==> src/logic/ooo_pkg.sv <==
package ooo_pkg;

	parameter int DATA_W      = 64;  // datapath width
	parameter int ARF_SIZE    = 32;  // architected registers
	parameter int PRF_SIZE    = 64;  // physical registers, default only
	parameter int ROB_SIZE    = 16;  // reorder buffer entries, default only
	parameter int RS_SIZE     = 8;   // station slots, default only
	parameter int MULT_STAGES = 4;   // multiplier latency, default only
	parameter int IMM_W       = 16;  // immediate field width

	typedef logic [$clog2(ARF_SIZE)-1:0] arn_t;    // architected index
	typedef logic [$clog2(PRF_SIZE)-1:0] prn_t;    // physical index
	typedef logic [$clog2(ROB_SIZE)-1:0] rob_idx_t;

	parameter arn_t ZERO_REG = arn_t'(31);  // reads zero, never renamed

	typedef enum logic [2:0] {
		op_add,
		op_sub,
		op_and,
		op_or,
		op_xor,
		op_sll,  // shift by low 6 bits of b
		op_mul,  // only op that goes to the multiplier
		op_li    // sign-extended immediate
	} opcode_e;

	typedef struct packed {
		opcode_e          op;
		prn_t             src_a;
		prn_t             src_b;
		logic [IMM_W-1:0] imm;
		prn_t             dest_prn;  // newly allocated prn
		prn_t             prev_prn;  // old mapping, freed at commit
		arn_t             dest_arn;
		logic             has_dest;  // dest is not the zero register
		logic             imm_b;     // operand b is the immediate
	} uop_t;

endpackage
==> src/logic/ooo_intf.sv <==


// common data bus, one result per cycle
interface cdb_if;
	logic                        valid;
	ooo_pkg::prn_t               prn;
	logic [ooo_pkg::DATA_W-1:0]  value;
	ooo_pkg::rob_idx_t           rob_idx;

	modport src  (output valid, prn, value, rob_idx);
	modport sink (input  valid, prn, value, rob_idx);
endinterface

==> src/logic/reorder_buffer.sv <==
`timescale 1ns/10ps

module reorder_buffer #(
	parameter int ROB_SIZE = ooo_pkg::ROB_SIZE
) (
	input  logic                        clock,
	input  logic                        arst_n,
	input  logic                        dispatch_fire,
	input  ooo_pkg::uop_t               dispatch_uop,
	cdb_if.sink                         cdb,
	input  logic                        commit_ready,
	output logic                        rob_space,
	output ooo_pkg::rob_idx_t           tail_idx,      // entry given to this dispatch
	output logic                        commit_valid,
	output ooo_pkg::arn_t               commit_arn,
	output logic [ooo_pkg::DATA_W-1:0]  commit_value,
	output logic                        commit_wr_en,
	output logic                        free_valid,
	output ooo_pkg::prn_t               free_prn
);
	ooo_pkg::arn_t               arn   [ROB_SIZE];
	ooo_pkg::prn_t               prev  [ROB_SIZE];
	logic [ooo_pkg::DATA_W-1:0]  value [ROB_SIZE];
	logic [ROB_SIZE-1:0]         done;
	ooo_pkg::rob_idx_t           head;
	ooo_pkg::rob_idx_t           tail;
	logic [$clog2(ROB_SIZE+1)-1:0] count;
	logic                        commit_fire;

	function automatic ooo_pkg::rob_idx_t next_idx(input ooo_pkg::rob_idx_t idx);
		return (idx == ooo_pkg::rob_idx_t'(ROB_SIZE - 1)) ? '0 : idx + 1'b1;  // wrap
	endfunction

	assign rob_space    = count != ROB_SIZE;
	assign tail_idx     = tail;
	assign commit_valid = (count != 0) && done[head];
	assign commit_fire  = commit_valid && commit_ready;
	assign commit_arn   = arn[head];
	assign commit_value = value[head];
	assign commit_wr_en = arn[head] != ooo_pkg::ZERO_REG;
	assign free_valid   = commit_fire && commit_wr_en;  // zero-reg writes hold no prn
	assign free_prn     = prev[head];

	always_ff @(posedge clock or negedge arst_n) begin
		if (!arst_n) begin
			head  <= '0;
			tail  <= '0;
			count <= '0;
			done  <= '0;
		end else begin
			if (dispatch_fire) begin
				tail       <= next_idx(tail);
				done[tail] <= 1'b0;
			end
			if (cdb.valid) begin
				done[cdb.rob_idx] <= 1'b1;  // completes the cycle after the bus
			end
			if (commit_fire) begin
				head <= next_idx(head);
			end
			if (dispatch_fire && !commit_fire) begin
				count <= count + 1'b1;
			end else if (commit_fire && !dispatch_fire) begin
				count <= count - 1'b1;
			end
		end
	end

	// entry payload
	always_ff @(posedge clock) begin
		if (dispatch_fire) begin
			arn[tail]  <= dispatch_uop.dest_arn;
			prev[tail] <= dispatch_uop.prev_prn;
		end
		if (cdb.valid) begin
			value[cdb.rob_idx] <= cdb.value;
		end
	end

endmodule

==> src/flat_wrapper.sv <==
// flat-port wrapper written by rule: the top's interface ports become plain ports
module reorder_buffer_flat 
#(
	parameter int ROB_SIZE = ooo_pkg::ROB_SIZE
)
  (clock, arst_n, dispatch_fire, dispatch_uop, commit_ready, rob_space, tail_idx, commit_valid, commit_arn, commit_value, commit_wr_en, free_valid, free_prn, cdb_valid, cdb_prn, cdb_value, cdb_rob_idx);
  cdb_if cdb_i ();
  input  logic clock;
  input  logic arst_n;
  input  logic dispatch_fire;
  input  ooo_pkg::uop_t dispatch_uop;
  input  logic commit_ready;
  output logic rob_space;
  output ooo_pkg::rob_idx_t tail_idx;
  output logic commit_valid;
  output ooo_pkg::arn_t commit_arn;
  output logic [ooo_pkg::DATA_W-1:0] commit_value;
  output logic commit_wr_en;
  output logic free_valid;
  output ooo_pkg::prn_t free_prn;
  input wire logic [$bits(cdb_i.valid)-1:0] cdb_valid;
  input wire logic [$bits(cdb_i.prn)-1:0] cdb_prn;
  input wire logic [$bits(cdb_i.value)-1:0] cdb_value;
  input wire logic [$bits(cdb_i.rob_idx)-1:0] cdb_rob_idx;
  assign cdb_i.valid = cdb_valid;
  assign cdb_i.prn = cdb_prn;
  assign cdb_i.value = cdb_value;
  assign cdb_i.rob_idx = cdb_rob_idx;
  reorder_buffer #(.ROB_SIZE(ROB_SIZE)) u_core (.clock(clock), .arst_n(arst_n), .dispatch_fire(dispatch_fire), .dispatch_uop(dispatch_uop), .cdb(cdb_i), .commit_ready(commit_ready), .rob_space(rob_space), .tail_idx(tail_idx), .commit_valid(commit_valid), .commit_arn(commit_arn), .commit_value(commit_value), .commit_wr_en(commit_wr_en), .free_valid(free_valid), .free_prn(free_prn));
endmodule
==> config.mk <==
export PLATFORM = sky130hd
export DESIGN_NAME = reorder_buffer_flat
export DESIGN_NICKNAME = d
export VERILOG_FILES = /design/src/logic/ooo_pkg.sv /design/src/logic/ooo_intf.sv /design/src/logic/reorder_buffer.sv /design/src/flat_wrapper.sv
export SDC_FILE = /design/constraint.sdc
export NUM_CORES = 1
export LEC_CHECK = 0
export BUFFER_PORTS_ARGS = -buffer_cell sky130_fd_sc_hd__buf_2
export CAP_MARGIN = 5
export CORE_AREA = 3 3 298 300
export CTS_CLUSTER_SIZE = 28
export DETAILED_ROUTE_END_ITERATION = 8
export DIE_AREA = 0 0 301 303
export PLACE_DENSITY = 0.72
export SLEW_MARGIN = 20
export SYNTH_ARGS = -nofsm -noshare
export SYNTH_HDL_FRONTEND = slang
export SYNTH_SLANG_ARGS = --single-unit
==> constraint.sdc <==
create_clock -name clock -period 9.3 [get_ports clock]
set_input_delay 0.93 -clock clock [delete_from_list [all_inputs] [get_ports clock]]
set_output_delay 0.93 -clock clock [all_outputs]
set_load 0.02 [all_outputs]
==> summary by stage <==
Run status
The flow ran to the end, and the final reports show no timing, DRC or antenna violations.

Global routing
For met1 alone, demand over resource in global routing was 0.322. The number of antenna violations at the first check in global routing is 16. The total global-route track usage is 0.234. The largest net degree at the start of global routing is 122. The global routing stage identified its most utilized layer as met2. The first global-routing pass estimated 157000 um of wire. The via count of the first global-routing pass was 24.5k.

For met2 alone, demand over resource in global routing was 0.383. The global routing met3 resource utilization is 0.0472. The residual overflow from global routing is 0.

CTS
The buffer type at the clock tree root is sky130_fd_sc_hd__clkbuf_16. The number of hold buffers added after CTS was 0. Once the clock tree was built, the setup fixing pass inserted 0 buffers. The clock tree buffer depth is 3. In this run, CTS created clock tree buffers numbering 117. The post-cts resize count is 0. The clock latency on the worst-skew pair is 660 ps. The CTS tree is built. In this run the number of H-tree levels came out at 3. Clock-pin slew was measured on the worst setup and hold paths at 60 ps. Clock tree synthesis found a total of 1229 sinks.

Logic synthesis
Yosys instantiated no cell more often than sky130_fd_sc_hd__edfxtp_1. Synthesis produced 2344 cells. After synthesis the cells add up to 47300 um^2. The share of the Yosys chip area taken by registers is 0.776.

The predominant post-synthesis flop cell is sky130_fd_sc_hd__edfxtp_1. The post-synth net total is 2483. The synthesized design spends more area on one cell type than any other, namely sky130_fd_sc_hd__edfxtp_1. Counting flops with a built-in enable in the synthesized netlist gives 1200. Sorting the synthesized cells by how often they occur yields sky130_fd_sc_hd__edfxtp_1, sky130_fd_sc_hd__mux2i_1, sky130_fd_sc_hd__mux4_2, sky130_fd_sc_hd__a221oi_1, sky130_fd_sc_hd__o21ai_0. The post-synthesis average cell area is 20.2 um^2. The count of synthesis-stage warnings from yosys is 0. The area share of the largest cell type after synthesis is 0.761.

Of all flip-flops after synthesis, the portion carrying an async set or reset was 0.0236. By area the synthesized netlist is led by sky130_fd_sc_hd__edfxtp_1, sky130_fd_sc_hd__mux4_2, sky130_fd_sc_hd__mux2i_1. The count of cell types in the netlist is 41. Synthesis inferred 1229 register bits.

Critical path
The critical path starts at u_core.head[2]. The endpoint identified for the worst register-to-register timing path is u_core.count[4]. For the worst setup path, the data required time is 8370 ps.

The worst setup path is launched from a register. The logic depth of the worst setup path including buffers is 8. The source of the worst register-to-register timing path is u_core.head[1]. Traced cell by cell, the critical path runs through buf_4, and2_4, buf_4, a221oi_1, o21ai_0, a22oi_1, a31oi_1, buf_2. The critical path ends at free_valid.

The arrival time at the worst endpoint is 4930 ps. The critical path's top delay family is buffers and inverters. The cell with the largest stage delay on the worst path is sky130_fd_sc_hd__dfrtp_4.

The largest incremental delay on the critical path is 900 ps. The endpoint type of the worst setup path is an output pin. The total buffers and inverters traversed by the critical path is 3. Along the worst path, the maximum fanout reaches 58. For flop-to-flop paths, the worst setup slack is 4840 ps.

The count of cells along the worst register-to-register path is 13. The cell repeated most along the worst path is sky130_fd_sc_hd__buf_4. The category of the critical setup timing path is reg2out.

Routing
The number of nets with antenna violations after routing is 0. In the routed design, unresolved DRC markers number 0. In the routed layout, each cell is associated on average with a via count of 6.28. The count of routing violations after the opening detailed-route iteration is 2396. The first TritonRoute pass finished after 5 iterations. Summing over every cut layer, the via total after detailed routing is 24.0k. The final layout contains routed wiring with a total length of 106000 um. The per-cell routed wire length is 27.8 um.

Die
The count of standard-cell rows is 108. 212 I/O pins were placed. The die outline width is 301 um. The die boundary height is 303 um. The initial utilization of the core area, before any placement, comes to 0.547.

The die footprint is 91200 um^2. The total area inside the core boundary comes to 86500 um^2.

Power
Across the VDD grid, the largest voltage drop is 0.000228 V. Dividing total power by cell area gives a power density of 293 nW/um^2. For this design the static power due to leakage is 17.8 nW.

Timing
The final-report hold violation count is 0. At the pin with the least slew margin, the transition time is 1080 ps. Setup violations remaining at the end of the flow were counted as 0. Of the available clock period, the critical path in the final layout requires 0.630. The total negative slack for setup checks is 0 ps. The peak clock frequency supported by timing is 0.171 GHz. Setup repair after global routing left no endpoint under its margin.

On the final layout, the worst clock skew is 7.26 ps. The final-report max-slew violation count is 0. The normalized max-slew margin is 0.277. The final critical-path required period is 5860 ps.

Finish
Compared with the post-synthesis result, the final layout area differs by 12.4%. After routing the design area is 53200 um^2. The share of final-layout standard cells stronger than drive strength 1 is 0.211.

In the final design database the tool counted 2694 nets.

Place
The post-place instance area is 49600 um^2. The HPWL after detailed placement is 54400 um. Port buffering added 166 buffers.

At the end of routability-driven placement, the weighted congestion stood at 0.765.

Job
The count of maximum capacitance violations is 0.

Worst hold path
In this run the worst hold path is classified as in2async.
-- cell type report --
| cell class | count | area, um^2 |
|---|---|---|
| flip-flops and latches | 1229 | 36800 |
| fillers | 5974 | 33300 |
| multi-input cells | 975 | 10000 |
| clock buffers | 161 | 3160 |
| well taps | 1155 | 1450 |
| repair buffers | 226 | 1340 |
| clock inverters | 58 | 434 |
| inverters | 6 | 23.8 |
| diodes | 8 | 20.0 |
-- metrics by stage --
stage | total power [mW] | hold WS [ps] | utilization | setup WS [ps] | cells
4_1_cts | 15.7 | 284 | 0.615 | 3430 | 3808
2_1_floorplan | 9.91 | 454 | - | 2810 | 2344
3_3_place_gp | 11.2 | 475 | 0.573 | 4120 | 3589
3_5_place_dp | 11.3 | 483 | 0.573 | 4150 | 3589
5_1_grt | 16.3 | 341 | 0.615 | 3290 | 3813
6_report | 15.6 | 305 | 0.615 | 3440 | 3818
-- cell usage in the layout (no fill, tap or decap), types with 3 or more instances in the layout --
| master | Yosys | layout |
|---|---|---|
| sky130_fd_sc_hd__edfxtp_1 | 1200 | 1200 |
| sky130_fd_sc_hd__mux2i_1 | 304 | 304 |
| sky130_fd_sc_hd__buf_2 | 23 | 166 |
| sky130_fd_sc_hd__mux4_2 | 152 | 152 |
| sky130_fd_sc_hd__a221oi_1 | 150 | 150 |
| sky130_fd_sc_hd__clkbuf_16 | 0 | 120 |
| sky130_fd_sc_hd__o21ai_0 | 106 | 106 |
| sky130_fd_sc_hd__nand2_1 | 89 | 89 |
| sky130_fd_sc_hd__a22oi_1 | 77 | 77 |
| sky130_fd_sc_hd__buf_4 | 32 | 56 |
| sky130_fd_sc_hd__clkbuf_1 | 68 | 41 |
| sky130_fd_sc_hd__clkinv_1 | 0 | 26 |
| sky130_fd_sc_hd__dfrtp_1 | 29 | 25 |
| sky130_fd_sc_hd__clkinv_2 | 0 | 19 |
| sky130_fd_sc_hd__nor2_1 | 27 | 15 |
| sky130_fd_sc_hd__nand2b_1 | 12 | 12 |
| sky130_fd_sc_hd__nor2_4 | 0 | 12 |
| sky130_fd_sc_hd__ha_1 | 9 | 9 |
| sky130_fd_sc_hd__diode_2 | 0 | 8 |
| sky130_fd_sc_hd__nand3_1 | 6 | 6 |
| sky130_fd_sc_hd__nor3_2 | 0 | 6 |
| sky130_fd_sc_hd__inv_1 | 6 | 5 |
| sky130_fd_sc_hd__xnor2_1 | 5 | 5 |
| sky130_fd_sc_hd__bufinv_16 | 0 | 5 |
| sky130_fd_sc_hd__clkinvlp_4 | 0 | 4 |
| sky130_fd_sc_hd__dfrtp_4 | 0 | 4 |
| sky130_fd_sc_hd__a21oi_1 | 3 | 3 |
| sky130_fd_sc_hd__clkinv_8 | 0 | 3 |
| sky130_fd_sc_hd__buf_12 | 0 | 3 |
-- cells by family (layout without fill, tap and decap cells) --
group,Yosys count,after routing,share of synthesized area
flops,1229,1229,0.776
mux,459,459,0.137
compound gates,347,347,0.0535
simple gates,152,152,0.0140
buf+inv,140,451,0.0147
fa+ha+maj,10,10,0.00280
xor+xnor,7,7,0.00129
other cells,0,8,0
-- how the worst min path moves through the flow --
stage                               start                 end  slack (ps)  cells after the start
after CTS                          arst_n     u_core.count[1]         280                      1
after global routing               arst_n     u_core.count[2]         340                      1
after global placement    u_core.count[4]     u_core.count[4]         470                      1
after detailed placement  u_core.count[4]     u_core.count[4]         480                      1
final                              arst_n  u_core.tail_idx[2]         300                      1
after floorplan           u_core.count[4]     u_core.count[4]         450                      1
-- power breakdown --
part	internal, mW	switching, mW	total, mW
sequential	6.31	0.242	6.55
clock	2.50	1.94	4.44
combinational	1.83	2.80	4.63
-- routing by layer --
metal  wire length (um)  part of all wire
met1              41800              0.39
met2              52200              0.49
met3               9130             0.086
met4               2800             0.026
met5                 80           0.00075
-- state kept, by name, summed over array words and instances, names as in the netlist --
| signal | flops |
|---|---|
| u_core.tail_idx | 4 |
| u_core.value | 1024 |
| u_core.count | 5 |
| u_core.head | 4 |
| u_core.prev | 96 |
| u_core.arn | 80 |
| u_core.done | 16 |
Power figures use the tool's default switching activity.
