--- src/logic/ooo_pkg.sv ---
package ooo_pkg;

	parameter int DATA_W      = 64;  // datapath width
	parameter int ARF_SIZE    = 32;  // architected registers
	parameter int PRF_SIZE    = 64;  // physical registers, default only
	parameter int ROB_SIZE    = 16;  // reorder buffer entries, default only
	parameter int RS_SIZE     = 8;   // station slots, default only
	parameter int MULT_STAGES = 4;   // multiplier latency, default only
	parameter int IMM_W       = 16;  // immediate field width

	typedef logic [$clog2(ARF_SIZE)-1:0] arn_t;    // architected index
	typedef logic [$clog2(PRF_SIZE)-1:0] prn_t;    // physical index
	typedef logic [$clog2(ROB_SIZE)-1:0] rob_idx_t;

	parameter arn_t ZERO_REG = arn_t'(31);  // reads zero, never renamed

	typedef enum logic [2:0] {
		op_add,
		op_sub,
		op_and,
		op_or,
		op_xor,
		op_sll,  // shift by low 6 bits of b
		op_mul,  // only op that goes to the multiplier
		op_li    // sign-extended immediate
	} opcode_e;

	typedef struct packed {
		opcode_e          op;
		prn_t             src_a;
		prn_t             src_b;
		logic [IMM_W-1:0] imm;
		prn_t             dest_prn;  // newly allocated prn
		prn_t             prev_prn;  // old mapping, freed at commit
		arn_t             dest_arn;
		logic             has_dest;  // dest is not the zero register
		logic             imm_b;     // operand b is the immediate
	} uop_t;

endpackage
--- src/logic/ooo_intf.sv ---
`timescale 1ns/10ps

// station to one execution unit, valid/ready
interface issue_if;
	logic                        valid;
	logic                        ready;
	ooo_pkg::opcode_e            op;
	logic [ooo_pkg::DATA_W-1:0]  opa;
	logic [ooo_pkg::DATA_W-1:0]  opb;
	ooo_pkg::prn_t               dest_prn;
	ooo_pkg::rob_idx_t           rob_idx;

	modport src (
		output valid, op, opa, opb, dest_prn, rob_idx,
		input  ready
	);
	modport sink (
		input  valid, op, opa, opb, dest_prn, rob_idx,
		output ready
	);
endinterface

// common data bus, one result per cycle
interface cdb_if;
	logic                        valid;
	ooo_pkg::prn_t               prn;
	logic [ooo_pkg::DATA_W-1:0]  value;
	ooo_pkg::rob_idx_t           rob_idx;

	modport src  (output valid, prn, value, rob_idx);
	modport sink (input  valid, prn, value, rob_idx);
endinterface

--- src/logic/reservation_station.sv ---
`timescale 1ns/10ps

module reservation_station #(
	parameter int RS_SIZE = ooo_pkg::RS_SIZE
) (
	input  logic                        clock,
	input  logic                        arst_n,
	input  logic                        dispatch_fire,
	input  ooo_pkg::uop_t               dispatch_uop,
	input  ooo_pkg::rob_idx_t           tail_idx,
	input  logic [ooo_pkg::DATA_W-1:0]  opa_value,
	input  logic                        opa_ready,
	input  logic [ooo_pkg::DATA_W-1:0]  opb_value,
	input  logic                        opb_ready,
	cdb_if.sink                         cdb,
	output logic                        rs_space,
	issue_if.src                        alu_issue,
	issue_if.src                        mul_issue
);
	localparam int IDX_W = $clog2(RS_SIZE);

	typedef enum logic [1:0] {slot_empty, slot_waiting, slot_ready} slot_state_e;

	slot_state_e                 state [RS_SIZE];
	ooo_pkg::opcode_e            op    [RS_SIZE];
	logic [ooo_pkg::DATA_W-1:0]  a_val [RS_SIZE];
	logic [ooo_pkg::DATA_W-1:0]  b_val [RS_SIZE];
	ooo_pkg::prn_t               a_tag [RS_SIZE];
	ooo_pkg::prn_t               b_tag [RS_SIZE];
	ooo_pkg::prn_t               dest  [RS_SIZE];
	ooo_pkg::rob_idx_t           rob   [RS_SIZE];
	logic [RS_SIZE-1:0]          a_rdy, b_rdy;
	logic [RS_SIZE-1:0]          a_wake, b_wake;  // bus matches a waiting tag
	logic [IDX_W-1:0]            free_idx, alu_idx, mul_idx;
	logic                        alu_ok, mul_ok;
	logic                        alu_go, mul_go;
	logic                        b_in_rdy;
	logic [ooo_pkg::DATA_W-1:0]  b_in_val;

	//////////////////////////////
	// slot select and wakeup
	//////////////////////////////
	always_comb begin
		rs_space = 1'b0;
		alu_ok   = 1'b0;
		mul_ok   = 1'b0;
		free_idx = '0;
		alu_idx  = '0;
		mul_idx  = '0;
		for (int i = RS_SIZE - 1; i >= 0; i--) begin  // lowest index wins
			if (state[i] == slot_empty) begin
				rs_space = 1'b1;
				free_idx = IDX_W'(i);
			end
			if (state[i] == slot_ready && op[i] == ooo_pkg::op_mul) begin
				mul_ok  = 1'b1;
				mul_idx = IDX_W'(i);
			end
			if (state[i] == slot_ready && op[i] != ooo_pkg::op_mul) begin
				alu_ok  = 1'b1;
				alu_idx = IDX_W'(i);
			end
		end
		for (int i = 0; i < RS_SIZE; i++) begin
			a_wake[i] = state[i] == slot_waiting && cdb.valid && !a_rdy[i] && cdb.prn == a_tag[i];
			b_wake[i] = state[i] == slot_waiting && cdb.valid && !b_rdy[i] && cdb.prn == b_tag[i];
		end
	end

	assign b_in_rdy = dispatch_uop.imm_b || opb_ready;
	assign b_in_val = dispatch_uop.imm_b ?
		{{(ooo_pkg::DATA_W - ooo_pkg::IMM_W){dispatch_uop.imm[ooo_pkg::IMM_W-1]}},
		dispatch_uop.imm} : opb_value;  // sign-extend the immediate

	//////////////////////////////
	// issue ports
	//////////////////////////////
	assign alu_issue.valid    = alu_ok;
	assign alu_issue.op       = op[alu_idx];
	assign alu_issue.opa      = a_val[alu_idx];
	assign alu_issue.opb      = b_val[alu_idx];
	assign alu_issue.dest_prn = dest[alu_idx];
	assign alu_issue.rob_idx  = rob[alu_idx];
	assign mul_issue.valid    = mul_ok;
	assign mul_issue.op       = op[mul_idx];
	assign mul_issue.opa      = a_val[mul_idx];
	assign mul_issue.opb      = b_val[mul_idx];
	assign mul_issue.dest_prn = dest[mul_idx];
	assign mul_issue.rob_idx  = rob[mul_idx];
	assign alu_go = alu_issue.valid && alu_issue.ready;
	assign mul_go = mul_issue.valid && mul_issue.ready;

	always_ff @(posedge clock or negedge arst_n) begin
		if (!arst_n) begin
			for (int i = 0; i < RS_SIZE; i++) begin
				state[i] <= slot_empty;
			end
		end else begin
			for (int i = 0; i < RS_SIZE; i++) begin
				if (dispatch_fire && free_idx == IDX_W'(i)) begin
					state[i] <= (opa_ready && b_in_rdy) ? slot_ready : slot_waiting;
				end else if ((alu_go && alu_idx == IDX_W'(i)) || (mul_go && mul_idx == IDX_W'(i))) begin
					state[i] <= slot_empty;  // handed to its unit
				end else if (state[i] == slot_waiting && (a_rdy[i] || a_wake[i])
						&& (b_rdy[i] || b_wake[i])) begin
					state[i] <= slot_ready;  // may issue next cycle
				end
			end
		end
	end

	// operands, tags and payload
	always_ff @(posedge clock) begin
		for (int i = 0; i < RS_SIZE; i++) begin
			if (dispatch_fire && free_idx == IDX_W'(i)) begin
				op[i]    <= dispatch_uop.op;
				a_val[i] <= opa_value;
				a_rdy[i] <= opa_ready;
				a_tag[i] <= dispatch_uop.src_a;
				b_val[i] <= b_in_val;
				b_rdy[i] <= b_in_rdy;
				b_tag[i] <= dispatch_uop.src_b;
				dest[i]  <= dispatch_uop.dest_prn;
				rob[i]   <= tail_idx;
			end else begin
				if (a_wake[i]) begin
					a_val[i] <= cdb.value;
					a_rdy[i] <= 1'b1;
				end
				if (b_wake[i]) begin
					b_val[i] <= cdb.value;
					b_rdy[i] <= 1'b1;
				end
			end
		end
	end

endmodule

--- src/flat_wrapper.sv ---
// flat-port wrapper written by rule: the top's interface ports become plain ports
module reservation_station_flat 
#(
	parameter int RS_SIZE = ooo_pkg::RS_SIZE
)
  (clock, arst_n, dispatch_fire, dispatch_uop, tail_idx, opa_value, opa_ready, opb_value, opb_ready, rs_space, cdb_valid, cdb_prn, cdb_value, cdb_rob_idx, alu_issue_valid, alu_issue_op, alu_issue_opa, alu_issue_opb, alu_issue_dest_prn, alu_issue_rob_idx, alu_issue_ready, mul_issue_valid, mul_issue_op, mul_issue_opa, mul_issue_opb, mul_issue_dest_prn, mul_issue_rob_idx, mul_issue_ready);
  cdb_if cdb_i ();
  issue_if alu_issue_i ();
  issue_if mul_issue_i ();
  input  logic clock;
  input  logic arst_n;
  input  logic dispatch_fire;
  input  ooo_pkg::uop_t dispatch_uop;
  input  ooo_pkg::rob_idx_t tail_idx;
  input  logic [ooo_pkg::DATA_W-1:0] opa_value;
  input  logic opa_ready;
  input  logic [ooo_pkg::DATA_W-1:0] opb_value;
  input  logic opb_ready;
  output logic rs_space;
  input wire logic [$bits(cdb_i.valid)-1:0] cdb_valid;
  input wire logic [$bits(cdb_i.prn)-1:0] cdb_prn;
  input wire logic [$bits(cdb_i.value)-1:0] cdb_value;
  input wire logic [$bits(cdb_i.rob_idx)-1:0] cdb_rob_idx;
  output wire logic [$bits(alu_issue_i.valid)-1:0] alu_issue_valid;
  output wire logic [$bits(alu_issue_i.op)-1:0] alu_issue_op;
  output wire logic [$bits(alu_issue_i.opa)-1:0] alu_issue_opa;
  output wire logic [$bits(alu_issue_i.opb)-1:0] alu_issue_opb;
  output wire logic [$bits(alu_issue_i.dest_prn)-1:0] alu_issue_dest_prn;
  output wire logic [$bits(alu_issue_i.rob_idx)-1:0] alu_issue_rob_idx;
  input wire logic [$bits(alu_issue_i.ready)-1:0] alu_issue_ready;
  output wire logic [$bits(mul_issue_i.valid)-1:0] mul_issue_valid;
  output wire logic [$bits(mul_issue_i.op)-1:0] mul_issue_op;
  output wire logic [$bits(mul_issue_i.opa)-1:0] mul_issue_opa;
  output wire logic [$bits(mul_issue_i.opb)-1:0] mul_issue_opb;
  output wire logic [$bits(mul_issue_i.dest_prn)-1:0] mul_issue_dest_prn;
  output wire logic [$bits(mul_issue_i.rob_idx)-1:0] mul_issue_rob_idx;
  input wire logic [$bits(mul_issue_i.ready)-1:0] mul_issue_ready;
  assign cdb_i.valid = cdb_valid;
  assign cdb_i.prn = cdb_prn;
  assign cdb_i.value = cdb_value;
  assign cdb_i.rob_idx = cdb_rob_idx;
  assign alu_issue_valid = alu_issue_i.valid;
  assign alu_issue_op = alu_issue_i.op;
  assign alu_issue_opa = alu_issue_i.opa;
  assign alu_issue_opb = alu_issue_i.opb;
  assign alu_issue_dest_prn = alu_issue_i.dest_prn;
  assign alu_issue_rob_idx = alu_issue_i.rob_idx;
  assign alu_issue_i.ready = alu_issue_ready;
  assign mul_issue_valid = mul_issue_i.valid;
  assign mul_issue_op = mul_issue_i.op;
  assign mul_issue_opa = mul_issue_i.opa;
  assign mul_issue_opb = mul_issue_i.opb;
  assign mul_issue_dest_prn = mul_issue_i.dest_prn;
  assign mul_issue_rob_idx = mul_issue_i.rob_idx;
  assign mul_issue_i.ready = mul_issue_ready;
  reservation_station #(.RS_SIZE(RS_SIZE)) u_core (.clock(clock), .arst_n(arst_n), .dispatch_fire(dispatch_fire), .dispatch_uop(dispatch_uop), .tail_idx(tail_idx), .opa_value(opa_value), .opa_ready(opa_ready), .opb_value(opb_value), .opb_ready(opb_ready), .cdb(cdb_i), .rs_space(rs_space), .alu_issue(alu_issue_i), .mul_issue(mul_issue_i));
endmodule
--- config.mk ---
export PLATFORM = sky130hd
export DESIGN_NAME = reservation_station_flat
export DESIGN_NICKNAME = d
export VERILOG_FILES = /design/src/logic/ooo_pkg.sv /design/src/logic/ooo_intf.sv /design/src/logic/reservation_station.sv /design/src/flat_wrapper.sv
export SDC_FILE = /design/constraint.sdc
export NUM_CORES = 2
export LEC_CHECK = 0
export ABC_CLOCK_PERIOD_IN_PS = 4350
export BUFFER_PORTS_ARGS = -buffer_cell sky130_fd_sc_hd__buf_4
export CAP_MARGIN = 20
export CORE_ASPECT_RATIO = 1.1
export CORE_UTILIZATION = 25
export CTS_BUF_LIST = sky130_fd_sc_hd__clkbuf_2 sky130_fd_sc_hd__clkbuf_4 sky130_fd_sc_hd__clkbuf_8
export CTS_CLUSTER_DIAMETER = 100
export DETAILED_ROUTE_END_ITERATION = 8
export PLACE_DENSITY_LB_ADDON = 0.25
export SYNTH_ARGS = -nofsm -noshare
export SYNTH_HDL_FRONTEND = slang
export SYNTH_SLANG_ARGS = --single-unit
--- constraint.sdc ---
create_clock -name clock -period 4.35 [get_ports clock]
set_clock_uncertainty 0.05 [all_clocks]
set_input_delay 0.6525 -clock clock [delete_from_list [all_inputs] [get_ports clock]]
set_output_delay 0.6525 -clock clock [all_outputs]
set_load 0.01 [all_outputs]
==> metrics <==
clock power share=14.5%; CP endpoint kind=output pin; Syn Inst Count=6164; FMAX=0.211 GHz; total routed wirelength=338 mm; Routed Antenna Nets=0; final worst path period need=4750 ps; Leakage=approximately 36 nW; Yosys reg bits=1256; core area=275000 um^2; Buffers on Ports=between 500 and 600; EDFF count, synth=1240; Worst-Skew Late Latency=1010 ps; layout cell share with drive strength beyond 1=between 20 and 30%; Final Cell Area=around 94000 um^2; Seq/Total Area, Yosys=between 50 and 60%; 1st-pass router iterations=6; vias in the first global route=56301; clk slew on worst S/H paths=60 ps; drt drc=0; post-synth top area share=53.7%; sequential share of power=21.9%; Hold Slack=94.7 ps; Sw Share=45.5%; Area Growth Syn to Fin=35.2%; CTS tree=done; Synth async-reset ratio=under 10%; total track usage=22.5%; initial antenna violation count=54; clock root buffer=clkbuf_8; placed inst area=between 70000 and 80000 um^2; Layout Cells excl Fill=10856; Synth area leader=edfxtp_1; Synth top cells by count=edfxtp_1, mux2i_1, nor2_1; cts bufs inserted=227; largest cells by area after synthesis=edfxtp_1, mux2i_1, a221oi_1; Die ar.=approximately 280000 um^2; unrepaired setup endpoints after global routing=yes; detailed router's first-iteration violation count=6580; IO Count=about 550; Layout Nets=7244; Hold Fails Final Rpt=0; post-route setup TNS=-58960 ps; Synth warnings=0; combinational share of power=63.6%; Overflow after GRT=0; DR WL/cell=31.1 um; WS Path Type=flop to output pin; Clock Path Buffers=3; crit path DAT=4040 ps; clk sinks=1256; pwr dens=841 nW/um^2; initial core utilization=25.2%; failing checks=setup timing; Placer Congestion=around 0.84; highest net fanout along the worst path=7; Cells after DPL=9992; outcome=complete, but fails checks; final total power=78.8 mW; Slew @ Worst Pin=about 1100 ps; width of the die=504 um; largest net degree at the start of global routing=between 100 and 150; final setup vio count=280; max_cap viols=0; Int Pwr=42.9 mW; VDD IR-drop max=0.595 mV; via count=between 50000 and 60000; Final WS setup=-397 ps; startpoint class of the critical path=flop; Req. time, crit path=3650 ps; first-pass GRT wire length=446 mm; fin crit share=109%; Hold/Removal Path Class=input pin to flop; fin. max-slew vios=0; die height=554 um; unique cell type count in the Yosys netlist=60; Fill cells=roughly 27000; HPWL Detailed=around 200 mm; top-count cell post-synth=edfxtp_1; Avg Cell Area, Syn=between 10 and 15 um^2; Worst slew margin=21.6%; H-Tree Depth=4; row count=202; main flop type after synthesis=edfxtp_1; P_sw=35.9 mW; syn nets=between 6000 and 7000; DR vias/cell=5.44; Synth Cell Area=69300 um^2
-- metrics by stage --
| stage | utilization, % | worst slack (ps) |
|---|---|---|
| floorplan | - | 282 |
| global placement | 28.6 | 241 |
| detailed placement | 28.6 | 284 |
| CTS | 32.3 | -517 |
| global route | 34.0 | -534 |
| finish | 34.0 | -397 |
-- worst paths after layout --
kind	start	to	slack, ps	cells past startpoint
hold / removal	cdb_value[18]	u_core.a_val[0][18]	90	2
setup reg to reg	u_core.state[15]	u_core.a_val[4][6]	880	7
setup / recovery	u_core.op[5][0]	mul_issue_opb[58]	-400	12
hold reg to reg	u_core.state[12]	u_core.state[12]	550	2
max in group asynchronous	arst_n	u_core.state[6]	2780	3
min in group asynchronous	arst_n	u_core.state[7]	850	3
-- final cells by class --
class,count,area (um^2),share of cell area [%]
inverter,84,315,0.336
clock inverter,90,583,0.622
multi-input combinational,4183,32800,35.0
sequential,1256,37600,40.2
clock buffer,319,3840,4.10
tap,3672,4590,4.90
timing repair buffer,1228,13900,14.8
antenna,24,60.1,0.0641
-- state kept, by name, summed over array words and instances, names as in the netlist --
| name | flops |
|---|---|
| u_core.rob | 32 |
| u_core.b_tag | 48 |
| u_core.b_rdy | 8 |
| u_core.a_rdy | 8 |
| u_core.b_val | 512 |
| u_core.dest | 48 |
| u_core.state | 16 |
| u_core.a_tag | 48 |
| u_core.op | 24 |
| u_core.a_val | 512 |
-- layer usage --
layer | GRT usage (%) | vias up | routed length [um]
met1 | 28.2 | 29753 | 134000
met3 | 4.82 | 592 | 28900
met5 | 0 | - | 274
met4 | 9.47 | 44 | 15300
li1 | - | 25640 | -
met2 | 37.2 | 2984 | 159000
-- power groups by stage --
| stage | Clock [mW] | Sequential (mW) | Combinational [mW] |
|---|---|---|---|
| 2_1_floorplan | 0 | 16.9 | 20.1 |
| 3_3_place_gp | 0 | 17.1 | 39.7 |
| 3_5_place_dp | 0 | 17.1 | 39.8 |
| 4_1_cts | 11.6 | 17.0 | 44.8 |
| 5_1_grt | 12.1 | 17.4 | 51.9 |
| 6_report | 11.4 | 17.3 | 50.1 |
-- critical path: stages (launching register included) --
cell and delay, ps:
edfxtp_1 370, nand3b_1 220, or3b_4 430, and3_4 220
or3_4 520, buf_12 200, buf_16 160, buf_16 170
a221oi_4 210, o21a_1 210, a221oi_4 70, buf_4 160
buf_6 110
-- cells in the final DEF, fill, tap and decap left out, types with 24 or more instances in the layout --
cell,netlist,routed
edfxtp_1,1240,1240
buf_4,10,717
mux2i_1,637,636
nor2_1,614,611
a21oi_1,508,505
nand2_1,511,490
o21ai_0,470,467
a221oi_2,187,367
o21a_1,278,245
clkbuf_8,0,231
a221oi_1,507,179
dlygate4sd3_1,0,152
a221oi_4,0,148
buf_12,0,142
a22oi_1,142,139
buf_6,13,94
clkbuf_4,0,88
inv_1,84,80
xor2_1,74,74
mux2_2,67,67
buf_16,0,67
clkinv_1,0,60
o21a_2,0,33
clkbuf_16,0,30
nor4_1,26,26
diode_2,0,24
-- cells by family after synthesis --
logic type	synth area share, %
buffers and inverters	4.37
AND/OR/NAND/NOR	7.28
multiplexers	10.3
flip-flops	54.3
AO/OA/AOI/OAI	22.6
XOR/XNOR	1.21
-- what timing repair did --
action / 4_1_cts / 5_1_grt
pin swaps: 22 / 54
gates cloned: 35 / 32
buffers inserted: 92 / 145
setup endpoints to repair: 281 / 281
resized for setup: 346 / 469
hold buffers: 152 / 0
endpoints found under the hold margin: 1011 / 0
No activity file was read; power rests on OpenSTA's default activity.
