## config.mk

```make
export PLATFORM = sky130hd
export DESIGN_NAME = rename_map
export DESIGN_NICKNAME = d
export VERILOG_FILES = /design/src/logic/ooo_pkg.sv /design/src/logic/rename_map.sv
export SDC_FILE = /design/constraint.sdc
export NUM_CORES = 1
export LEC_CHECK = 0
export BUFFER_PORTS_ARGS = -buffer_cell sky130_fd_sc_hd__buf_2
export CORE_UTILIZATION = 30
export CTS_CLUSTER_SIZE = 25
export DETAILED_ROUTE_END_ITERATION = 10
export GPL_ROUTABILITY_DRIVEN = 0
export PLACE_DENSITY = 0.52
export SYNTH_ARGS = -nofsm -noshare
export SYNTH_HDL_FRONTEND = slang
export SYNTH_SLANG_ARGS = --single-unit
```

## constraint.sdc

```tcl
create_clock -name clock -period 6.85 [get_ports clock]
set_clock_uncertainty 0.15 [all_clocks]
set_input_delay 0.685 -clock clock [delete_from_list [all_inputs] [get_ports clock]]
set_output_delay 0.685 -clock clock [all_outputs]
set_load 0.01 [all_outputs]
```

## src/logic/ooo_pkg.sv

```systemverilog
package ooo_pkg;

	parameter int DATA_W      = 64;  // datapath width
	parameter int ARF_SIZE    = 32;  // architected registers
	parameter int PRF_SIZE    = 64;  // physical registers, default only
	parameter int ROB_SIZE    = 16;  // reorder buffer entries, default only
	parameter int RS_SIZE     = 8;   // station slots, default only
	parameter int MULT_STAGES = 4;   // multiplier latency, default only
	parameter int IMM_W       = 16;  // immediate field width

	typedef logic [$clog2(ARF_SIZE)-1:0] arn_t;    // architected index
	typedef logic [$clog2(PRF_SIZE)-1:0] prn_t;    // physical index
	typedef logic [$clog2(ROB_SIZE)-1:0] rob_idx_t;

	parameter arn_t ZERO_REG = arn_t'(31);  // reads zero, never renamed

	typedef enum logic [2:0] {
		op_add,
		op_sub,
		op_and,
		op_or,
		op_xor,
		op_sll,  // shift by low 6 bits of b
		op_mul,  // only op that goes to the multiplier
		op_li    // sign-extended immediate
	} opcode_e;

	typedef struct packed {
		opcode_e          op;
		prn_t             src_a;
		prn_t             src_b;
		logic [IMM_W-1:0] imm;
		prn_t             dest_prn;  // newly allocated prn
		prn_t             prev_prn;  // old mapping, freed at commit
		arn_t             dest_arn;
		logic             has_dest;  // dest is not the zero register
		logic             imm_b;     // operand b is the immediate
	} uop_t;

endpackage
```

## src/logic/rename_map.sv

```systemverilog
`timescale 1ns/10ps

module rename_map #(
	parameter int PRF_SIZE = ooo_pkg::PRF_SIZE
) (
	input  logic                       clock,
	input  logic                       arst_n,
	input  logic                       inst_valid,
	output logic                       inst_ready,
	input  ooo_pkg::opcode_e           inst_op,
	input  ooo_pkg::arn_t              inst_dest,
	input  ooo_pkg::arn_t              inst_src_a,
	input  ooo_pkg::arn_t              inst_src_b,
	input  logic [ooo_pkg::IMM_W-1:0]  inst_imm,
	input  logic                       inst_use_imm,
	input  logic                       rs_space,      // station has an empty slot
	input  logic                       rob_space,     // rob not full
	input  logic                       free_valid,    // commit returns a prn
	input  ooo_pkg::prn_t              free_prn,
	output logic                       dispatch_fire,
	output ooo_pkg::uop_t              dispatch_uop
);
	ooo_pkg::prn_t        alias_table [ooo_pkg::ARF_SIZE];  // arn -> current prn
	logic [PRF_SIZE-1:0]  free_list;                        // one bit per prn, 1 = free
	ooo_pkg::prn_t        alloc_prn;
	logic                 alloc_ok;
	logic                 has_dest;

	// lowest free prn, loop runs downward so the lowest wins
	always_comb begin
		alloc_ok  = 1'b0;
		alloc_prn = '0;
		for (int i = PRF_SIZE - 1; i >= 0; i--) begin
			if (free_list[i]) begin
				alloc_ok  = 1'b1;
				alloc_prn = ooo_pkg::prn_t'(i);
			end
		end
	end

	assign has_dest      = inst_dest != ooo_pkg::ZERO_REG;
	assign inst_ready    = rs_space && rob_space && (alloc_ok || !has_dest);
	assign dispatch_fire = inst_valid && inst_ready;

	always_comb begin
		dispatch_uop.op       = inst_op;
		dispatch_uop.src_a    = alias_table[inst_src_a];  // r31 stays on prn 31
		dispatch_uop.src_b    = alias_table[inst_src_b];
		dispatch_uop.imm      = inst_imm;
		dispatch_uop.dest_prn = has_dest ? alloc_prn : ooo_pkg::prn_t'(ooo_pkg::ZERO_REG);
		dispatch_uop.prev_prn = alias_table[inst_dest];
		dispatch_uop.dest_arn = inst_dest;
		dispatch_uop.has_dest = has_dest;
		dispatch_uop.imm_b    = inst_use_imm || (inst_op == ooo_pkg::op_li);  // li always takes imm
	end

	always_ff @(posedge clock or negedge arst_n) begin
		if (!arst_n) begin
			for (int i = 0; i < ooo_pkg::ARF_SIZE; i++) begin
				alias_table[i] <= ooo_pkg::prn_t'(i);  // identity map
			end
			for (int i = 0; i < PRF_SIZE; i++) begin
				free_list[i] <= (i >= ooo_pkg::ARF_SIZE);
			end
		end else begin
			if (free_valid) begin
				free_list[free_prn] <= 1'b1;  // never the prn allocated below
			end
			if (dispatch_fire && has_dest) begin
				alias_table[inst_dest] <= alloc_prn;
				free_list[alloc_prn]   <= 1'b0;
			end
		end
	end

endmodule

```

==> impl_results.md, run 1 <==
* Status: finished, violations left
* Failing checks: hold timing
* Setup TNS at 0 ns
* Hold WS at -0.00687 ns
* Crit-path cells: nor4_1 > nand4_1 > nor3_1 > and2_1 > buf_2
* CTS root buf: clkbuf_16
* Post-CTS Setup Repair Bufs at 0
* Initial DRC Count at 1,104
* Crit path kind: reg -> out
* Flop pwr share at 40.1%
* Metal2 WL at 22.9 mm
* Die footprint at 52,200 µm²
* Final WS setup at 2.36 ns
* Final hold violation count at 2
* Max Slew Vio Count at 0
* Vias at 11,600
* Drt pass-1 iters at 5
* DRT antenna net count at 0
* Resized Gates After CTS at 0
* First-pass GRT wire length at 75.1 mm
* Port Buffers at 66
* Comb power frac at 27.4%
* CTS Buf Count at 31
* Post-synthesis sequential area ratio at 42.6%
* CP Max Fanout at 6
* Final core occ at 33.9%
* Startpoint types: register
* Met3 routed WL at 3.96 mm
* Rel. slew slack at 14.2%
* Synthesized area at 15,400 µm²
* Synth Area per Inst at 11.3 µm²
* Wl on met1 at 20.4 mm
* Fmax at 0.222 GHz
* Synth Area in Compound Gates at 12.8%
* DRC at 0
* # diodes at 0
* Largest stage delay, worst path at 0.90 ns
* Most frequent cells in the layout: nand2_1, mux4_2, o21ai_0
* Final min period at 4.49 ns
* Slowest stage cell, crit path: nor3_1
* DR vias/cell at 5.70
* Chip Width at 228 µm
* Mux share of post-synthesis cell area at 28.6%
* Initial Util at 30.5%
* #FFs+latches synth at 256
* CTS tree: yes
* Leak pwr at 6.47 nW
* Clk sinks at 256
* Setup crit end kind: primary output
* Pre-CTS setup slack at 2.37 ns
* Grt total ovfl at 0
* Slew @ Worst Pin at 1.29 ns
* Adder-Cell Fraction of Synth Area at 0%
* RSZ-0062 raised after global routing: no
* Synth Instances at 1,362
* Synthesis Warnings at 0
* Wire length per cell at 24.2 µm
* Post-Synth Simple-Gate Area at 11.5%
* Layout area overhead at 11.2%
* Switching portion of total power at 35.0%
* Io pins at 99
* Int Pwr at 3.38 mW
* Worst Hold Class: in -> async
* Synth Flop Type: dfrtp_1
* CTS clk-pin slew, worst paths at 0.06 ns
* Cell variety after synth at 62
* Ys async rst share at 100%
* Post-Synth XOR/XNOR Area at 0%
* Initial antenna violation count at 2
* Top layer in use: met5
* Post-synth EDFFs at 0
* Layout cell share with drive strength beyond 1 at 34.0%
* Vias in the first global route at 11,500
* Die height at 228 µm
* Most common cell after layout, fill and taps aside: nand2_1
* H-tree depth at 1
* Max Root-Sink Buffers at 3
* Power per Cell Area at 304 nW/µm²
* Largest net degree at the start of global routing at 144
* Worst r2r src: free_list[22]
* CTS hold repair buffers at 0
* DRT Wirelength at 49.1 mm
* Worst Setup SP: free_list[22]
* Clock Power Share at 32.6%
* Largest family of logic cells by synthesized area: multiplexers
* Syn nets at 1,409
* Final setup vio count at 0
* Net switching power at 1.82 mW
* Period utilization at 65.6%
* GRT Util Overall at 19.0%
* Peak VDD IR at 0.196 mV
* Detailed placement HPWL at 33.0 mm
* Arrival time worst endpoint at 3.66 ns
* Final Net Count at 1,381
* Num rows at 82
* Max-cap violations at 0
* Core Region at 50,400 µm²
* Latest clock arrival within the worst-skew pair at 0.57 ns
* CP Data Required Time at 6.01 ns
state kept, by name, summed over array words and instances, names as in the netlist:
register,flops
free_list,64
alias_table,192
synth_stat cells, types with 6 or more instances:
master | number | area [µm²]
mux4_2 | 178 | 4010
nand2_1 | 205 | 769
a21oi_1 | 130 | 651
a211oi_1 | 6 | 45.0
or4_1 | 9 | 67.6
clkbuf_1 | 85 | 319
nor2b_1 | 11 | 68.8
nor4_1 | 15 | 93.8
nor3b_1 | 6 | 45.0
nor3_1 | 18 | 90.1
nand2b_1 | 10 | 62.6
nor2_1 | 46 | 173
inv_1 | 18 | 67.6
nand3_1 | 11 | 55.1
o21ai_0 | 173 | 866
buf_1 | 20 | 75.1
buf_4 | 25 | 188
and2_1 | 10 | 62.6
dfrtp_1 | 144 | 3600
mux2i_1 | 6 | 60.1
a31oi_1 | 12 | 75.1
dfstp_2 | 112 | 2940
nand4_1 | 10 | 62.6
mux2_2 | 26 | 293
buf_2 | 11 | 55.1
layout make-up:
cell class              count  area [µm²]
well taps                 672         841
repair buffers             80         465
clock buffers              43         851
flip-flops and latches    256        6550
multi-input cells         947        8140
clock inverters            13         181
inverters                  18        67.6
fillers                  4999       33300
power by group through the flow:
stage	Clock, mW	Combinational (mW)	Sequential [mW]
global placement	0	1.41	2.09
finish	1.69	1.42	2.08
detailed placement	0	1.42	2.10
floorplan	0	0.980	2.01
CTS	1.73	1.42	2.08
global route	1.79	1.56	2.12
through the flow:
stage / cell area (µm²) / power [mW] / hold slack (ns) / std cells
CTS: 17100 / 5.23 / 0.0211 / 2029
finish: 17100 / 5.20 / -0.00687 / 2029
detailed placement: 16100 / 3.52 / 0.221 / 1973
global route: 17100 / 5.48 / 0.0547 / 2029
global placement: 16100 / 3.50 / 0.221 / 1973
floorplan: 15400 / 2.99 / 0.239 / 1362
final timing paths:
kind	depth (start not counted)	end	slack, ns
setup / recovery	5	dispatch_uop[18]	2.36
hold / removal	1	alias_table[160]	-0.007
setup reg to reg	5	free_list[60]	2.62
hold reg to reg	0	alias_table[3]	0.23
max in group asynchronous	2	free_list[20]	5.27
min in group clock	0	alias_table[3]	0.23
kinds of logic (layout without fill, tap and decap cells):
group / Yosys count / count (layout)
DFF: 256 / 256
and+or+nand+nor: 375 / 375
AOI/OAI and AO/OA: 359 / 359
muxes: 213 / 213
buffers and inverters: 159 / 154
metal layers:
metal / global-route usage [%] / vias up
met3: 4.54 / 107
met2: 29.8 / 503
li1: - / 5068
met1: 25.6 / 5893
met4: 6.56 / 2
met5: 0 / -
critical path, delay by kind of cell (launching register included):
family / cells / cell delay (ns)
simple gates: 4 / 2.49
flops: 1 / 0.44
buf+inv: 1 / 0.17
Power figures use the tool's default switching activity.
==> inputs of run 2 (changes only) <==
--- a/config.mk
+++ b/config.mk
@@ -5,12 +5,13 @@
 export SDC_FILE = /design/constraint.sdc
 export NUM_CORES = 1
 export LEC_CHECK = 0
+export ABC_AREA = 1
 export BUFFER_PORTS_ARGS = -buffer_cell sky130_fd_sc_hd__buf_2
 export CORE_UTILIZATION = 30
 export CTS_CLUSTER_SIZE = 25
 export DETAILED_ROUTE_END_ITERATION = 10
 export GPL_ROUTABILITY_DRIVEN = 0
-export PLACE_DENSITY = 0.52
+export PLACE_DENSITY = 0.54
 export SYNTH_ARGS = -nofsm -noshare
 export SYNTH_HDL_FRONTEND = slang
 export SYNTH_SLANG_ARGS = --single-unit
==> constraint.sdc (replaced) <==
create_clock -name clock -period 4.1 [get_ports clock]
set_clock_uncertainty 0.15 [all_clocks]
set_input_delay 0.41 -clock clock [delete_from_list [all_inputs] [get_ports clock]]
set_output_delay 0.41 -clock clock [all_outputs]
set_load 0.01 [all_outputs]
==> impl_results.md, run 2 <==
* CTS Buf Count at 35 (was 31)
* Largest stage delay, worst path at 0.54 ns (was 0.90 ns)
* Final hold violation count at 0 (was 2)
* Buf/Inv on CP at 2 (was 1)
* Final Net Count at 2,257 (was 1,381)
* Worst setup path endpoint: dispatch_uop[13] (was dispatch_uop[18])
* Ys async rst share at 100% (unchanged)
* Max-cap violations at 0 (unchanged)
* WP depth at 60 (was 5)
* Largest net degree at the start of global routing at 88 (was 144)
* Biggest register: alias_table (unchanged)
* Num rows at 83 (was 82)
* Core Region at 51,700 µm² (was 50,400 µm²)
* Initial Util at 30.6% (was 30.5%)
* Pre-CTS setup slack at -0.166 ns (was 2.37 ns)
* H-tree depth at 2 (was 1)
* # diodes at 0 (unchanged)
* Drt pass-1 iters at 6 (was 5)
* Initial antenna violation count at 0 (was 2)
* Port Buffers at 66 (unchanged)
* Leak pwr at 7.47 nW (was 6.47 nW)
* Die footprint at 53,600 µm² (was 52,200 µm²)
* Wire length per cell at 22.4 µm (was 24.2 µm)
* Most frequent cells in the layout: o21ai_0, nand2_1, nor2_1 (was nand2_1, mux4_2, o21ai_0)
* Layout cell share with drive strength beyond 1 at 15.2% (was 34.0%)
* Setup crit end kind: primary output (unchanged)
* Yosys top cell by area: dfrtp_1 (was mux4_2)
* Initial DRC Count at 2,474 (was 1,104)
* Total power at 8.27 mW (was 5.20 mW)
* Syn nets at 2,244 (was 1,409)
* Power per Cell Area at 448 nW/µm² (was 304 nW/µm²)
* Top-count cell post-synth: o21ai_0 (was nand2_1)
* Worst Setup SP: free_list[62] (was free_list[22])
* Final setup vio count at 97 (was 0)
* Peak VDD IR at 0.284 mV (was 0.196 mV)
* Synth Flop Type: dfrtp_1 (unchanged)
* Synth top area cells: dfrtp_1, dfstp_2, o21ai_0, nand2_1, nor2_1 (was mux4_2, dfrtp_1, dfstp_2, o21ai_0, nand2_1)
* Commonest cells in the netlist: o21ai_0, nand2_1, nor2_1 (was nand2_1, mux4_2, o21ai_0)
* CTS tree: yes (unchanged)
* Synth Instances at 2,197 (was 1,362)
* Setup TNS at -18.99 ns (was 0 ns)
* Period utilization at 116%
* Vias in the first global route at 15,800 (was 11,500)
* Synthesis Warnings at 0 (unchanged)
* Die height at 232 µm (was 228 µm)
* CP delay by family, top: simple AND/OR/NAND/NOR gates (unchanged)
* Hold WS at 0.0823 ns (was -0.00687 ns)
* CP dominant cell by count: nand2_1
* Yosys top cell area share at 22.8% (was 26.1%)
* Post-synthesis sequential area ratio at 41.4% (was 42.6%)
* Cells on worst reg2reg path at 63 (was 5)
* DRT antenna net count at 0 (unchanged)
* Biggest regs: alias_table: 192 flops, free_list: 64 flops (unchanged)
* Crit path kind: reg -> out (unchanged)
* Detailed placement HPWL at 42.3 mm (was 33.0 mm)
* Clk sinks at 256 (unchanged)
* #FFs+latches synth at 256 (unchanged)
* RSZ-0062 raised after global routing: yes (was no)
* DRC at 0 (unchanged)
* Fmax at 0.210 GHz
* CP Data Required Time at 3.54 ns (was 6.01 ns)
* CP Max Fanout at 2 (was 6)
* Post-synth EDFFs at 0 (unchanged)
* Slowest stage cell, crit path: dfstp_2 (was nor3_1)
* Synthesized area at 15,800 µm² (was 15,400 µm²)
* Arrival time worst endpoint at 4.20 ns (was 3.66 ns)
* Final min period at 4.76 ns
* Status: finished, violations left (unchanged)
* CTS clk-pin slew, worst paths at 0.05 ns (was 0.06 ns)
* Max reg flops at 192 (unchanged)
* Latest clock arrival within the worst-skew pair at 0.58 ns (was 0.57 ns)
* Failing checks: setup timing (was hold timing)
* Flop2flop setup slack at -0.31 ns (was 2.62 ns)
* Vias at 16,900 (was 11,600)
* DR vias/cell at 5.79 (was 5.70)
* R2r endpoint: free_list[0] (was free_list[60])
* Io pins at 99 (unchanged)
* Synth Area per Inst at 7.20 µm² (was 11.3 µm²)
* Final WS setup at -0.657 ns (was 2.36 ns)
* Worst r2r src: free_list[62] (was free_list[22])
* Rel. slew slack at 37.9% (was 14.2%)
* Chip Width at 232 µm (was 228 µm)
* Grt total ovfl at 0 (unchanged)
* Max Root-Sink Buffers at 3 (unchanged)
* Worst Hold Class: in -> reg (was in -> async)
* Startpoint types: register (unchanged)
* Max Slew Vio Count at 0 (unchanged)
* Final core occ at 35.7% (was 33.9%)
* Most common cell after layout, fill and taps aside: o21ai_0 (was nand2_1)
* DRT Wirelength at 65.4 mm (was 49.1 mm)
* First-pass GRT wire length at 99.3 mm (was 75.1 mm)
* Slew @ Worst Pin at 0.930 ns (was 1.29 ns)
* CTS root buf: clkbuf_16 (unchanged)
* Layout area overhead at 16.7% (was 11.2%)
* Cell variety after synth at 40 (was 62)
* GRT Util Overall at 24.1% (was 19.0%)
==> run 2: cell count changes in the layout (fill, tap and decap cells not counted), sizes merged, moves of 66 or more <==
cell	before	now
nor2	46	226
a22oi	1	96
nand3	11	77
buf	80	148
inv	21	189
mux4	178	0
o21ai	177	453
nand2	205	426
==> run 2: worst reg2reg max path, delay by kind of cell, from the launching register on <==
kind | cells | cell delay [ns]
buf+inv | 4 | 0.59
flops | 1 | 0.54
simple gates | 59 | 3.02
==> run 2: logic make-up after synthesis <==
group / Yosys count / synth area share [%]
AO/OA/AOI/OAI: 765 / 28.1
buffers and inverters: 370 / 9.56
flip-flops: 256 / 41.4
AND/OR/NAND/NOR: 806 / 20.9
==> run 2: layout make-up <==
type	count	area, µm²
well taps	680	851
multi-input cells	1571	7800
clock inverters	13	159
repair buffers	155	1390
inverters	191	717
fillers	5428	33300
clock buffers	51	997
flip-flops and latches	256	6550
==> run 2: how the worst min path moves through the flow <==
stage	from	to	slack [ns]	depth (start not counted)
3_5_place_dp	alias_table[0]	alias_table[0]	0.23	0
5_1_grt	free_prn[2]	free_list[58]	0.11	6
2_1_floorplan	arst_n	alias_table[100]	-0.04	0
6_report	free_prn[2]	free_list[58]	0.08	6
3_3_place_gp	alias_table[0]	alias_table[0]	0.23	0
4_1_cts	free_prn[2]	free_list[58]	0.07	6
==> run 2: what timing repair did <==
| action | in CTS | in global routing |
|---|---|---|
| hold buffers | 1 | 0 |
| setup endpoints to repair | 67 | 128 |
| hold endpoints to repair | 55 | 0 |
| gates cloned | 3 | 3 |
| resized for setup | 9 | 9 |
| buffers inserted | 2 | 2 |
| pin swaps | 0 | 10 |
==> run 2: routing by layer <==
| metal | vias up | wire length [µm] | GRT usage, % |
|---|---|---|---|
| li1 | 7582 | - | - |
| met1 | 8076 | 27700 | 33.9 |
| met2 | 1032 | 27800 | 35.3 |
| met3 | 185 | 7260 | 5.87 |
| met4 | 0 | 2540 | 9.66 |
| met5 | - | 0 | 0 |
==> run 2: stage by stage <==
stage / instance area (µm²) / instances
CTS: 18300 / 2913
finish: 18500 / 2917
floorplan: 15800 / 2197
global placement: 17000 / 2843
global route: 18500 / 2917
detailed placement: 17000 / 2843
==> run 2: power by group <==
part	internal [mW]	leakage, nW	switching (mW)
logic	0.873	3.88	1.45
registers	2.70	3.02	0.142
clock network	1.84	0.568	1.27
total	5.41	7.47	2.86
